$ cat config.mk
export PLATFORM = sky130hd
export DESIGN_NAME = vseq_top
export DESIGN_NICKNAME = d
export VERILOG_FILES = /design/src/hdl/vseq_pkg.sv /design/src/hdl/vinsn_decoder.sv /design/src/hdl/vinsn_sequencer.sv /design/src/hdl/vector_lane.sv /design/src/hdl/vaddr_checker.sv /design/src/hdl/vseq_top.sv
export SDC_FILE = /design/constraint.sdc
export NUM_CORES = 2
export LEC_CHECK = 0
export ABC_AREA = 1
export BUFFER_PORTS_ARGS = -buffer_cell sky130_fd_sc_hd__buf_4
export CORE_MARGIN = 10
export CORE_UTILIZATION = 30
export CTS_CLUSTER_DIAMETER = 30
export DETAILED_ROUTE_END_ITERATION = 6
export PLACE_DENSITY = 0.5
export SYNTH_ARGS = -nofsm -noshare
export SYNTH_HDL_FRONTEND = slang
export SYNTH_SLANG_ARGS = --single-unit
$ cat constraint.sdc
create_clock -name clk_i -period 8.9 [get_ports clk_i]
set_input_delay 0.445 -clock clk_i [delete_from_list [all_inputs] [get_ports clk_i]]
set_output_delay 0.445 -clock clk_i [all_outputs]
set_load 0.02 [all_outputs]
$ cat src/hdl/vseq_pkg.sv
/*
  Vector sequencer shared definitions
  Widths of IDs, registers, vector length and addresses, the op and unit
  encodings, the instruction word layout and small op helpers
*/
package vseq_pkg;

  // Instructions in flight, sets the ID width
  localparam int unsigned NrVInsn = 8;

  typedef logic [$clog2(NrVInsn)-1:0] vid_t;
  typedef logic [4:0]                 vreg_t;
  typedef logic [7:0]                 vl_t;
  // 0..3 for 8, 16, 32, 64 bit elements
  typedef logic [1:0]                 ew_t;
  typedef logic [31:0]                addr_t;
  // One bit per instruction ID
  typedef logic [NrVInsn-1:0]         vinsn_set_t;

  // Mask lives in v0
  localparam vreg_t VMASK = 5'd0;

  typedef enum logic [3:0] {
    VADD = 4'd0,
    VSUB = 4'd1,
    VXOR = 4'd2,
    VAND = 4'd3,
    VLE  = 4'd4,
    VSE  = 4'd5
  } vinsn_op_e;

  typedef enum logic [1:0] {
    VFU_ALU   = 2'd0,
    VFU_LOAD  = 2'd1,
    VFU_STORE = 2'd2
  } vfu_e;

  // Instruction word fields, LSB positions
  localparam int unsigned OpLsb     = 0;
  localparam int unsigned VmBit     = 4;
  localparam int unsigned VdLsb     = 5;
  localparam int unsigned Vs1Lsb    = 10;
  localparam int unsigned Vs2Lsb    = 15;
  localparam int unsigned EwLsb     = 20;
  localparam int unsigned VlLsb     = 22;
  localparam int unsigned UseVs1Bit = 30;
  localparam int unsigned UseVs2Bit = 31;

  function automatic logic is_load(vinsn_op_e op);
    return op == VLE;
  endfunction

  function automatic logic is_store(vinsn_op_e op);
    return op == VSE;
  endfunction

  // Unit kind that executes an op
  function automatic vfu_e op_to_vfu(vinsn_op_e op);
    if (is_load(op)) return VFU_LOAD;
    if (is_store(op)) return VFU_STORE;
    return VFU_ALU;
  endfunction

endpackage

$ cat src/hdl/vinsn_decoder.sv
/*
  Instruction decoder
  One-entry register stage with valid/ready on both sides, splits the
  32-bit instruction word into operand fields
*/
`timescale 1ns/1ps

module vinsn_decoder import vseq_pkg::*; (
  input  logic        clk_i,
  input  logic        rst_ni,
  input  logic [31:0] instr_i,
  input  addr_t       addr_i,
  input  logic        instr_valid_i,
  output logic        instr_ready_o,
  output logic        dec_valid_o,
  input  logic        dec_ready_i,
  output vinsn_op_e   dec_op_o,
  output logic        dec_vm_o,
  output vreg_t       dec_vd_o,
  output vreg_t       dec_vs1_o,
  output vreg_t       dec_vs2_o,
  output logic        dec_use_vd_o,
  output logic        dec_use_vs1_o,
  output logic        dec_use_vs2_o,
  output ew_t         dec_ew_o,
  output vl_t         dec_vl_o,
  output addr_t       dec_addr_o
);

  logic [3:0] op_raw;
  vinsn_op_e  op;
  logic       accept;

  assign op_raw = instr_i[OpLsb +: 4];
  // Undefined encodings fall back to VADD
  assign op = (op_raw <= VSE) ? vinsn_op_e'(op_raw) : VADD;

  // Free slot, or the slot drains this cycle
  assign instr_ready_o = !dec_valid_o || dec_ready_i;
  assign accept        = instr_valid_i && instr_ready_o;

  always_ff @(posedge clk_i or negedge rst_ni) begin : p_valid
    if (!rst_ni) begin
      dec_valid_o <= 1'b0;
    end else if (instr_ready_o) begin
      dec_valid_o <= instr_valid_i;
    end
  end

  always_ff @(posedge clk_i) begin : p_fields
    if (accept) begin
      dec_op_o      <= op;
      dec_vm_o      <= instr_i[VmBit];
      dec_vd_o      <= instr_i[VdLsb +: 5];
      dec_vs1_o     <= instr_i[Vs1Lsb +: 5];
      dec_vs2_o     <= instr_i[Vs2Lsb +: 5];
      // Store data sits in the vd field, nothing is written
      dec_use_vd_o  <= !is_store(op);
      dec_use_vs1_o <= instr_i[UseVs1Bit];
      dec_use_vs2_o <= instr_i[UseVs2Bit];
      dec_ew_o      <= instr_i[EwLsb +: 2];
      dec_vl_o      <= instr_i[VlLsb +: 8];
      dec_addr_o    <= addr_i;
    end
  end

  a_op_defined : assert property (@(posedge clk_i) disable iff (!rst_ni)
    instr_valid_i |-> op_raw <= VSE)
    else $error("undefined op 0x%0h", op_raw);

endmodule

$ cat src/hdl/vinsn_sequencer.sv
/*
  Vector instruction sequencer
  Allocates IDs, tracks which lanes still run each ID, keeps reader and
  writer lists per register for RAW, WAR and WAW hazards and broadcasts
  each instruction to the lanes. Loads and stores hold the input side
  until the address checker answers
*/
`timescale 1ns/1ps

module vinsn_sequencer import vseq_pkg::*; #(
  parameter int unsigned NrLanes = 4
) (
  input  logic                     clk_i,
  input  logic                     rst_ni,
  // Decoded request
  input  logic                     dec_valid_i,
  output logic                     dec_ready_o,
  input  vinsn_op_e                dec_op_i,
  input  logic                     dec_vm_i,
  input  vreg_t                    dec_vd_i,
  input  vreg_t                    dec_vs1_i,
  input  vreg_t                    dec_vs2_i,
  input  logic                     dec_use_vd_i,
  input  logic                     dec_use_vs1_i,
  input  logic                     dec_use_vs2_i,
  input  ew_t                      dec_ew_i,
  input  vl_t                      dec_vl_i,
  input  addr_t                    dec_addr_i,
  // Broadcast to lanes and address checker
  output logic                     pe_valid_o,
  output vid_t                     pe_id_o,
  output vinsn_op_e                pe_op_o,
  output vl_t                      pe_vl_o,
  output ew_t                      pe_ew_o,
  output addr_t                    pe_addr_o,
  output vinsn_set_t               pe_hazard_o,
  output vinsn_set_t               running_o,
  input  logic       [NrLanes-1:0] pe_ready_i,
  input  logic       [NrLanes-1:0] lane_done_i,
  input  vid_t       [NrLanes-1:0] lane_done_id_i,
  // Address checker answer
  input  logic                     addr_ack_i,
  input  logic                     addr_error_i,
  output vinsn_set_t               retire_o,
  output logic                     resp_valid_o,
  output logic                     resp_error_o
);

  // Slots 0..31 are the vector registers, slot 32 tracks mask use
  localparam int unsigned MaskSlot = 32;
  localparam int unsigned NrSlots  = 33;

  typedef enum logic {IDLE, WAIT} state_e;
  state_e state_d, state_q;

  vinsn_set_t [NrLanes-1:0] lane_run_d, lane_run_q, lane_left;
  vinsn_set_t               run_all, run_left, hazard_d;
  vid_t                     next_id;
  logic                     id_full, issue, store_src;

  vid_t [NrSlots-1:0] rd_id_d, rd_id_q, wr_id_d, wr_id_q;
  logic [NrSlots-1:0] rd_vld_d, rd_vld_q, wr_vld_d, wr_vld_q;

  // Running set, and what is left after this cycle's done pulses
  always_comb begin : p_running
    run_all  = '0;
    run_left = '0;
    for (int l = 0; l < NrLanes; l++) begin
      lane_left[l] = lane_run_q[l];
      if (lane_done_i[l]) begin
        lane_left[l][lane_done_id_i[l]] = 1'b0;
      end
      run_all  |= lane_run_q[l];
      run_left |= lane_left[l];
    end
  end

  // Lowest free ID
  always_comb begin : p_next_id
    next_id = '0;
    for (int i = NrVInsn - 1; i >= 0; i--) begin
      if (!run_all[i]) next_id = vid_t'(i);
    end
  end

  assign id_full   = &run_all;
  assign running_o = run_all;
  // A store reads its data from the vd field
  assign store_src = is_store(dec_op_i);

  always_comb begin : p_sequencer
    state_d      = state_q;
    lane_run_d   = lane_left;
    hazard_d     = '0;
    dec_ready_o  = 1'b0;
    issue        = 1'b0;
    resp_valid_o = 1'b0;
    resp_error_o = 1'b0;
    rd_id_d      = rd_id_q;
    wr_id_d      = wr_id_q;
    // Forget entries whose owner has retired
    for (int v = 0; v < NrSlots; v++) begin
      rd_vld_d[v] = rd_vld_q[v] & run_all[rd_id_q[v]];
      wr_vld_d[v] = wr_vld_q[v] & run_all[wr_id_q[v]];
    end

    case (state_q)
      IDLE: begin
        dec_ready_o = &pe_ready_i && !id_full;
        issue       = dec_valid_i && dec_ready_o;
        if (issue) begin
          for (int l = 0; l < NrLanes; l++) begin
            lane_run_d[l][next_id] = 1'b1;
          end
          // RAW on sources and mask
          if (dec_use_vs1_i) hazard_d[wr_id_d[dec_vs1_i]] |= wr_vld_d[dec_vs1_i];
          if (dec_use_vs2_i) hazard_d[wr_id_d[dec_vs2_i]] |= wr_vld_d[dec_vs2_i];
          if (store_src) hazard_d[wr_id_d[dec_vd_i]] |= wr_vld_d[dec_vd_i];
          if (dec_vm_i) hazard_d[wr_id_d[MaskSlot]] |= wr_vld_d[MaskSlot];
          if (dec_use_vd_i) begin
            // WAR, mask readers count when v0 is overwritten
            hazard_d[rd_id_d[dec_vd_i]] |= rd_vld_d[dec_vd_i];
            if (dec_vd_i == VMASK) hazard_d[rd_id_d[MaskSlot]] |= rd_vld_d[MaskSlot];
            // WAW
            hazard_d[wr_id_d[dec_vd_i]] |= wr_vld_d[dec_vd_i];
            wr_id_d[dec_vd_i]  = next_id;
            wr_vld_d[dec_vd_i] = 1'b1;
            if (dec_vd_i == VMASK) begin
              wr_id_d[MaskSlot]  = next_id;
              wr_vld_d[MaskSlot] = 1'b1;
            end
          end
          // Record this instruction as latest reader
          if (dec_use_vs1_i) begin
            rd_id_d[dec_vs1_i]  = next_id;
            rd_vld_d[dec_vs1_i] = 1'b1;
          end
          if (dec_use_vs2_i) begin
            rd_id_d[dec_vs2_i]  = next_id;
            rd_vld_d[dec_vs2_i] = 1'b1;
          end
          if (store_src) begin
            rd_id_d[dec_vd_i]  = next_id;
            rd_vld_d[dec_vd_i] = 1'b1;
          end
          if (dec_vm_i) begin
            rd_id_d[MaskSlot]  = next_id;
            rd_vld_d[MaskSlot] = 1'b1;
          end
          // Memory ops wait for the address check
          if (is_load(dec_op_i) || is_store(dec_op_i)) state_d = WAIT;
        end
      end
      WAIT: begin
        if (addr_ack_i) begin
          resp_valid_o = 1'b1;
          resp_error_o = addr_error_i;
          state_d      = IDLE;
        end
      end
      default: state_d = IDLE;
    endcase
  end

  always_ff @(posedge clk_i or negedge rst_ni) begin : p_ctrl
    if (!rst_ni) begin
      state_q    <= IDLE;
      lane_run_q <= '0;
      rd_vld_q   <= '0;
      wr_vld_q   <= '0;
      pe_valid_o <= 1'b0;
      retire_o   <= '0;
    end else begin
      state_q    <= state_d;
      lane_run_q <= lane_run_d;
      rd_vld_q   <= rd_vld_d;
      wr_vld_q   <= wr_vld_d;
      pe_valid_o <= issue;
      // IDs whose last lane finished this cycle
      retire_o   <= run_all & ~run_left;
    end
  end

  always_ff @(posedge clk_i) begin : p_payload
    rd_id_q <= rd_id_d;
    wr_id_q <= wr_id_d;
    if (issue) begin
      pe_id_o     <= next_id;
      pe_op_o     <= dec_op_i;
      pe_vl_o     <= dec_vl_i;
      pe_ew_o     <= dec_ew_i;
      pe_addr_o   <= dec_addr_i;
      pe_hazard_o <= hazard_d;
    end
  end

  // Lanes finish only IDs they still run
  // An ID reissued while a lane still held it ends in a second done
  for (genvar l = 0; l < NrLanes; l++) begin : g_done_chk
    a_id_free : assert property (@(posedge clk_i) disable iff (!rst_ni)
      lane_done_i[l] |-> lane_run_q[l][lane_done_id_i[l]])
      else $error("lane %0d done for ID %0d that is not running", l, lane_done_id_i[l]);
  end

  a_ack_in_wait : assert property (@(posedge clk_i) disable iff (!rst_ni)
    addr_ack_i |-> state_q == WAIT)
    else $error("address ack outside WAIT");

endmodule

$ cat src/hdl/vector_lane.sv
/*
  Vector lane
  Queues up to two instructions, holds the head until every producer it
  depends on has retired, then runs for its share of the vector length
  and pulses done with the instruction ID
*/
`timescale 1ns/1ps

module vector_lane import vseq_pkg::*; #(
  parameter int unsigned NrLanes = 4
) (
  input  logic       clk_i,
  input  logic       rst_ni,
  input  logic       pe_valid_i,
  input  vid_t       pe_id_i,
  input  vl_t        pe_vl_i,
  input  vinsn_set_t pe_hazard_i,
  input  vinsn_set_t running_i,
  output logic       pe_ready_o,
  output logic       done_o,
  output vid_t       done_id_o
);

  vid_t       [1:0] q_id_q;
  vl_t        [1:0] q_cnt_q;
  vinsn_set_t [1:0] q_haz_q;
  logic             wr_ptr_q, rd_ptr_q;
  logic       [1:0] fill_d, fill_q;
  logic             busy_q, start;
  vl_t              cnt_q, share;
  vid_t             cur_id_q;

  // Elements of this lane, ceil(vl / NrLanes) and at least one
  always_comb begin : p_share
    share = vl_t'((32'(pe_vl_i) + NrLanes - 1) / NrLanes);
    if (share == '0) share = vl_t'(1);
  end

  // Head starts once no producer is still running
  assign start = !busy_q && (fill_q != 2'd0) && ((q_haz_q[rd_ptr_q] & running_i) == '0);

  assign fill_d = fill_q + 2'(pe_valid_i) - 2'(start);
  // Broadcasts arrive a cycle after ready, so look at next fill level
  assign pe_ready_o = fill_d < 2'd2;

  assign done_o    = busy_q && (cnt_q == vl_t'(1));
  assign done_id_o = cur_id_q;

  always_ff @(posedge clk_i or negedge rst_ni) begin : p_ctrl
    if (!rst_ni) begin
      wr_ptr_q <= 1'b0;
      rd_ptr_q <= 1'b0;
      fill_q   <= 2'd0;
      busy_q   <= 1'b0;
    end else begin
      fill_q <= fill_d;
      if (pe_valid_i) wr_ptr_q <= !wr_ptr_q;
      if (start) begin
        rd_ptr_q <= !rd_ptr_q;
        busy_q   <= 1'b1;
      end else if (done_o) begin
        busy_q <= 1'b0;
      end
    end
  end

  always_ff @(posedge clk_i) begin : p_data
    // Retired producers drop out of the wait sets
    for (int i = 0; i < 2; i++) begin
      q_haz_q[i] <= q_haz_q[i] & running_i;
    end
    if (pe_valid_i) begin
      q_id_q[wr_ptr_q]  <= pe_id_i;
      q_cnt_q[wr_ptr_q] <= share;
      q_haz_q[wr_ptr_q] <= pe_hazard_i & running_i;
    end
    if (start) begin
      cur_id_q <= q_id_q[rd_ptr_q];
      cnt_q    <= q_cnt_q[rd_ptr_q];
    end else if (busy_q) begin
      cnt_q <= cnt_q - vl_t'(1);
    end
  end

  a_no_overflow : assert property (@(posedge clk_i) disable iff (!rst_ni)
    pe_valid_i |-> fill_q != 2'd2)
    else $error("lane queue written while full");

endmodule

$ cat src/hdl/vaddr_checker.sv
/*
  Load/store address checker
  Two-stage pipeline: computes the byte span, then flags misaligned
  addresses and accesses that cross a 4 KiB page
*/
`timescale 1ns/1ps

module vaddr_checker import vseq_pkg::*; (
  input  logic      clk_i,
  input  logic      rst_ni,
  input  logic      pe_valid_i,
  input  vinsn_op_e pe_op_i,
  input  vl_t       pe_vl_i,
  input  ew_t       pe_ew_i,
  input  addr_t     pe_addr_i,
  output logic      addr_ack_o,
  output logic      addr_error_o
);

  logic        s1_valid_q, s1_empty_q, misaligned, crossing;
  logic [11:0] s1_span_q;
  addr_t       s1_addr_q, last_byte;
  ew_t         s1_ew_q;

  // Low address bits must be zero for the element size
  assign misaligned = (4'(s1_addr_q[2:0]) & ((4'd1 << s1_ew_q) - 4'd1)) != 4'd0;
  assign last_byte  = s1_addr_q + addr_t'(s1_span_q) - addr_t'(1);
  assign crossing   = last_byte[31:12] != s1_addr_q[31:12];

  always_ff @(posedge clk_i or negedge rst_ni) begin : p_ctrl
    if (!rst_ni) begin
      s1_valid_q   <= 1'b0;
      addr_ack_o   <= 1'b0;
      addr_error_o <= 1'b0;
    end else begin
      s1_valid_q   <= pe_valid_i && (op_to_vfu(pe_op_i) != VFU_ALU);
      addr_ack_o   <= s1_valid_q;
      // Empty access touches nothing
      addr_error_o <= s1_valid_q && !s1_empty_q && (misaligned || crossing);
    end
  end

  always_ff @(posedge clk_i) begin : p_stage1
    s1_span_q  <= 12'(pe_vl_i) << pe_ew_i;
    s1_addr_q  <= pe_addr_i;
    s1_ew_q    <= pe_ew_i;
    s1_empty_q <= pe_vl_i == '0;
  end

endmodule

$ cat src/hdl/vseq_top.sv
/*
  Vector sequencer subsystem top
  Decoder, sequencer, a row of lanes and the address checker
*/
`timescale 1ns/1ps

module vseq_top import vseq_pkg::*; #(
  parameter int unsigned NrLanes = 4
) (
  input  logic        clk_i,
  input  logic        rst_ni,
  input  logic [31:0] instr_i,
  input  addr_t       addr_i,
  input  logic        instr_valid_i,
  output logic        instr_ready_o,
  output logic        issue_valid_o,
  output vid_t        issue_id_o,
  output vinsn_set_t  retire_o,
  output logic        resp_valid_o,
  output logic        resp_error_o
);

  logic                     dec_valid, dec_ready, dec_vm;
  logic                     dec_use_vd, dec_use_vs1, dec_use_vs2;
  vinsn_op_e                dec_op, pe_op;
  vreg_t                    dec_vd, dec_vs1, dec_vs2;
  ew_t                      dec_ew, pe_ew;
  vl_t                      dec_vl, pe_vl;
  addr_t                    dec_addr, pe_addr;
  logic                     pe_valid, addr_ack, addr_error;
  vid_t                     pe_id;
  vinsn_set_t               pe_hazard, running;
  logic       [NrLanes-1:0] pe_ready, lane_done;
  vid_t       [NrLanes-1:0] lane_done_id;

  assign issue_valid_o = pe_valid;
  assign issue_id_o    = pe_id;

  vinsn_decoder i_decoder (
    .clk_i, .rst_ni, .instr_i, .addr_i, .instr_valid_i, .instr_ready_o,
    .dec_valid_o(dec_valid), .dec_ready_i(dec_ready), .dec_op_o(dec_op),
    .dec_vm_o(dec_vm), .dec_vd_o(dec_vd), .dec_vs1_o(dec_vs1), .dec_vs2_o(dec_vs2),
    .dec_use_vd_o(dec_use_vd), .dec_use_vs1_o(dec_use_vs1),
    .dec_use_vs2_o(dec_use_vs2), .dec_ew_o(dec_ew), .dec_vl_o(dec_vl),
    .dec_addr_o(dec_addr)
  );

  vinsn_sequencer #(.NrLanes(NrLanes)) i_sequencer (
    .clk_i, .rst_ni,
    .dec_valid_i(dec_valid), .dec_ready_o(dec_ready), .dec_op_i(dec_op),
    .dec_vm_i(dec_vm), .dec_vd_i(dec_vd), .dec_vs1_i(dec_vs1), .dec_vs2_i(dec_vs2),
    .dec_use_vd_i(dec_use_vd), .dec_use_vs1_i(dec_use_vs1),
    .dec_use_vs2_i(dec_use_vs2), .dec_ew_i(dec_ew), .dec_vl_i(dec_vl),
    .dec_addr_i(dec_addr),
    .pe_valid_o(pe_valid), .pe_id_o(pe_id), .pe_op_o(pe_op), .pe_vl_o(pe_vl),
    .pe_ew_o(pe_ew), .pe_addr_o(pe_addr), .pe_hazard_o(pe_hazard),
    .running_o(running), .pe_ready_i(pe_ready), .lane_done_i(lane_done),
    .lane_done_id_i(lane_done_id), .addr_ack_i(addr_ack), .addr_error_i(addr_error),
    .retire_o, .resp_valid_o, .resp_error_o
  );

  for (genvar l = 0; l < NrLanes; l++) begin : g_lane
    vector_lane #(.NrLanes(NrLanes)) i_lane (
      .clk_i, .rst_ni,
      .pe_valid_i(pe_valid), .pe_id_i(pe_id), .pe_vl_i(pe_vl),
      .pe_hazard_i(pe_hazard), .running_i(running), .pe_ready_o(pe_ready[l]),
      .done_o(lane_done[l]), .done_id_o(lane_done_id[l])
    );
  end

  vaddr_checker i_addr_checker (
    .clk_i, .rst_ni,
    .pe_valid_i(pe_valid), .pe_op_i(pe_op), .pe_vl_i(pe_vl), .pe_ew_i(pe_ew),
    .pe_addr_i(pe_addr), .addr_ack_o(addr_ack), .addr_error_o(addr_error)
  );

endmodule

==> metrics.txt <==
count of warnings emitted by yosys=0; number of cells after detailed placement=6,150; Worst Path Buf+Inv=3; Post-Layout Cell Count=6,530; I/O pins=82; post-synth net total=4,657; setup repair after global routing missed its margin=false; number of global-route vias before repair=33,500; number of filler cells placed in the layout=12,700; clock transition time at the flip-flop clock pins of the worst setup and hold paths=0.05 ns; Top Family by Delay on Critical Path=simple AND/OR/NAND/NOR gates; H-tree depth reported by CTS=4; Clk Tree Root Cell=sky130_fd_sc_hd__clkbuf_16; routed length per placed instance=between 20 and 25 um; proportion of register bits with asynchronous set or reset after synthesis=a little under a fifth; largest clock skew in the final design=0.0554 ns; portion of the clock cycle consumed by the worst path in the final layout=78.1%; headroom to the max-slew limit=between 20% and 30%; starting density of the core=between 30% and 40%; Post-CTS Setup Inserts=0; critical path required time=roughly 9.4 ns; library cell contributing the largest single delay on the critical path=sky130_fd_sc_hd__inv_2; Final Wtd Congestion=around 0.98; post-synthesis average cell area=8.38 um^2; maximum resistive drop on vdd=0.338 mV; Total GRT Usage=around a fifth; Clock power frac=36.3%; internal cell power=10,400 uW; Max Clock Freq=~140 MHz; detailed-placement wirelength estimate=between 90 and 100 mm; total routed wirelength=between 100 and 150 mm; via count normalized by instance count=5.36; IO Port Bufs=80; count of flip-flops with a built-in enable after synthesis=449; TritonCTS clock tree=built; first-pass GRT wire length=approximately 210 mm; register area share after synthesis=between 40% and 50%; number of remaining DRC errors=0; post-synthesis instance total=~4,500; number of buffers created by CTS=169; fraction of power spent switching nets=40.2%; Crit Path Category=reg2reg; status=finished, final reports clean; number of storage elements in the synthesis netlist=690; type of origin of the critical path=register; total number of vias=35,000; element type at the critical path end=register; share of layout cells above drive strength 1=10.7%; Max stage delay on crit path=~0.67 ns; maximum number of pins on one net before global-route repair=90; # Max-Cap Violations=0; source-to-sink clock delay at the later pin of the worst-skew pair=a little under 0.8 ns; final hold vios=0; share of total power in combinational logic=34.3%; storage element area=19,000 um^2; endpoints failing setup=0; number of DRC markers after the initial detailed-route iteration=3,827; number of antenna cells inserted=0; number of max-slew violations in the final report=0; leakage power total=about 0.019 uW; power dissipated by switching net loads=6970 uW; pwr dens=369 nW/um^2; setup_tns=0 ns; crit path max fanout=18; area of the placeable core=126,000 um^2; Area Overhead vs Synth=23.8%; total clock sinks=690; floorplan die area=141,000 um^2; total standard cell area after synthesis=38,000 um^2; commonest non-fill, non-tap cells in the layout=sky130_fd_sc_hd__nand2_1, sky130_fd_sc_hd__inv_1, sky130_fd_sc_hd__nand3_1; path class of the lowest-slack min-delay path=in2reg; relative contribution of sequential cells to total power=29.4%; die extent in y=376 um; Overflow after GRT=0; most used flip-flop cell after synthesis=sky130_fd_sc_hd__edfxtp_1; slew at the pin closest to its max-slew limit=1.20 ns; initial antenna violation count=3; horizontal extent of the die=around 380 um; Initial DRT Pass Iterations=7; most frequent standard cell in the layout excluding fill and tap cells=sky130_fd_sc_hd__nand2_1; count of unique library cells instantiated by Yosys=62; num rows=130; remaining antenna violation count after routing=0; Final Critical Period=6.95 ns; data arrival time of the critical path=7.41 ns; area of combinational cells with multiple inputs=16,300 um^2; CP dominant cell by count=sky130_fd_sc_hd__nand2_1; maximum buffer depth of the clock tree=3; CTS resizes=0; Nets=4,858; post-cts hold buffer count=63
[sequential cells by signal, indices dropped and copies added, names as in the netlist, 8 cells and up]
| name | count |
|---|---|
| i_sequencer.retire_o | 8 |
| i_sequencer.rd_id_q | 99 |
| g_lane.i_lane.q_cnt_q | 64 |
| i_sequencer.pe_addr_o | 31 |
| i_sequencer.lane_run_q | 32 |
| g_lane.i_lane.q_id_q | 24 |
| i_decoder.dec_vl_o | 8 |
| i_sequencer.rd_vld_q | 33 |
| i_decoder.dec_addr_o | 31 |
| i_addr_checker.s1_span_q | 11 |
| g_lane.i_lane.done_id_o | 12 |
| g_lane.i_lane.cnt_q | 32 |
| i_sequencer.wr_vld_q | 33 |
| i_sequencer.pe_vl_o | 8 |
| i_sequencer.wr_id_q | 99 |
| g_lane.i_lane.q_haz_q | 64 |
| g_lane.i_lane.fill_q | 8 |
| i_addr_checker.s1_addr_q | 31 |
| i_sequencer.pe_hazard_o | 8 |
[power by group through the flow]
stage          clock network [uW]  registers, uW  logic (uW)
5_1_grt                      6580           5180        6440
3_5_place_dp                    0           5140        5820
3_3_place_gp                    0           5140        5780
4_1_cts                      6390           5090        5860
2_1_floorplan                   0           4970        3570
6_report                     6290           5100        5940
[worst min-delay path, delay by kind of cell]
| kind | cells | cell delay, ns |
|---|---|---|
| buf+inv | 2 | 0.15 |
| simple gates | 1 | 0.13 |
[layer usage]
metal / share of wire [%] / global-route usage [%] / up-vias
met5: 0.013 / 0 / -
met4: 4.0 / 8.59 / 2
met3: 9.3 / 4.25 / 352
met2: 44 / 30.1 / 1749
met1: 43 / 26.6 / 16600
li1: - / - / 16300
[area by class of cell]
| type | count | area share [%] |
|---|---|---|
| Inverter | 525 | 4.23 |
| Clock inverter | 90 | 2.57 |
| Tap cell | 1650 | 4.39 |
| Timing Repair Buffer | 214 | 3.81 |
| Clock buffer | 227 | 10.1 |
| Sequential cell | 690 | 40.4 |
| Multi-Input combinational cell | 3134 | 34.6 |
[per-stage QoR]
step	setup WS (ns)	instance area, um^2	total power [uW]	utilization [%]	hold slack [ns]
4_1_cts	1.96	47000	17400	37.4	0.0269
5_1_grt	1.45	47000	18200	37.4	0.0628
3_3_place_gp	2.01	40400	10900	32.2	0.325
3_5_place_dp	2.00	40400	11000	32.2	0.327
6_report	1.95	47000	17300	37.4	0.0699
2_1_floorplan	0.0934	38000	8540	-	0.149
[logic make-up after synthesis]
| group | after synthesis | share of synthesized area, % |
|---|---|---|
| AOI/OAI and AO/OA | 1008 | 15.9 |
| other | 1 | 0.00988 |
| and+or+nand+nor | 1970 | 22.5 |
| DFF | 690 | 50.0 |
| muxes | 17 | 0.448 |
| adders and majority gates | 57 | 1.88 |
| buffers and inverters | 709 | 7.43 |
| xor gates and xnor gates | 81 | 1.87 |
[cell usage after synthesis, types with 8 or more instances]
| cell type | number | area [um^2] |
|---|---|---|
| sky130_fd_sc_hd__xnor2_1 | 33 | 289 |
| sky130_fd_sc_hd__o221ai_1 | 69 | 604 |
| sky130_fd_sc_hd__inv_1 | 491 | 1840 |
| sky130_fd_sc_hd__nor2_2 | 16 | 100 |
| sky130_fd_sc_hd__buf_1 | 23 | 86.3 |
| sky130_fd_sc_hd__dfrtp_1 | 132 | 3300 |
| sky130_fd_sc_hd__o21ai_1 | 22 | 110 |
| sky130_fd_sc_hd__nand3b_1 | 14 | 105 |
| sky130_fd_sc_hd__o211ai_1 | 40 | 300 |
| sky130_fd_sc_hd__inv_2 | 21 | 78.8 |
| sky130_fd_sc_hd__o22ai_1 | 155 | 970 |
| sky130_fd_sc_hd__dfxtp_1 | 109 | 2180 |
| sky130_fd_sc_hd__nand3_1 | 480 | 2400 |
| sky130_fd_sc_hd__nand4_1 | 51 | 319 |
| sky130_fd_sc_hd__clkbuf_1 | 92 | 345 |
| sky130_fd_sc_hd__o41ai_1 | 32 | 280 |
| sky130_fd_sc_hd__nor2_4 | 12 | 135 |
| sky130_fd_sc_hd__buf_4 | 8 | 60.1 |
| sky130_fd_sc_hd__clkinv_1 | 9 | 33.8 |
| sky130_fd_sc_hd__nand2_1 | 898 | 3370 |
| sky130_fd_sc_hd__o21ai_0 | 445 | 2230 |
| sky130_fd_sc_hd__nand2_2 | 8 | 50.1 |
| sky130_fd_sc_hd__buf_2 | 53 | 265 |
| sky130_fd_sc_hd__nor3_1 | 29 | 145 |
| sky130_fd_sc_hd__xor2_1 | 48 | 420 |
| sky130_fd_sc_hd__a31oi_1 | 9 | 56.3 |
| sky130_fd_sc_hd__nor2_1 | 424 | 1590 |
| sky130_fd_sc_hd__a21oi_1 | 115 | 576 |
| sky130_fd_sc_hd__nor4_1 | 12 | 75.1 |
| sky130_fd_sc_hd__mux2i_1 | 17 | 170 |
| sky130_fd_sc_hd__ha_1 | 57 | 713 |
| sky130_fd_sc_hd__edfxtp_1 | 449 | 13500 |
| sky130_fd_sc_hd__o21a_1 | 17 | 128 |
| sky130_fd_sc_hd__a22oi_1 | 77 | 578 |
[final timing paths]
| kind | start | end | slack, ns | cells past startpoint |
|---|---|---|---|---|
| min reg2reg | i_sequencer.pe_addr_o[5]$_DFFE_PP_ | i_addr_checker.s1_addr_q[5]$_DFF_P_ | 0.32 | 0 |
| max | i_sequencer.lane_run_q[12]$_DFF_PN0_ | i_sequencer.pe_hazard_o[2]$_SDFFCE_PN0P_ | 1.95 | 44 |
| min in group asynchronous | rst_ni | i_sequencer.rd_vld_q[32]$_DFF_PN0_ | 0.42 | 2 |
| min | instr_i[2] | i_decoder.dec_op_o[2]$_DFFE_PP_ | 0.07 | 3 |
| max reg2reg | i_sequencer.lane_run_q[12]$_DFF_PN0_ | i_sequencer.pe_hazard_o[2]$_SDFFCE_PN0P_ | 1.95 | 44 |
| max in group asynchronous | rst_ni | i_sequencer.lane_run_q[10]$_DFF_PN0_ | 6.93 | 3 |
(Power assumes the default switching activity.)
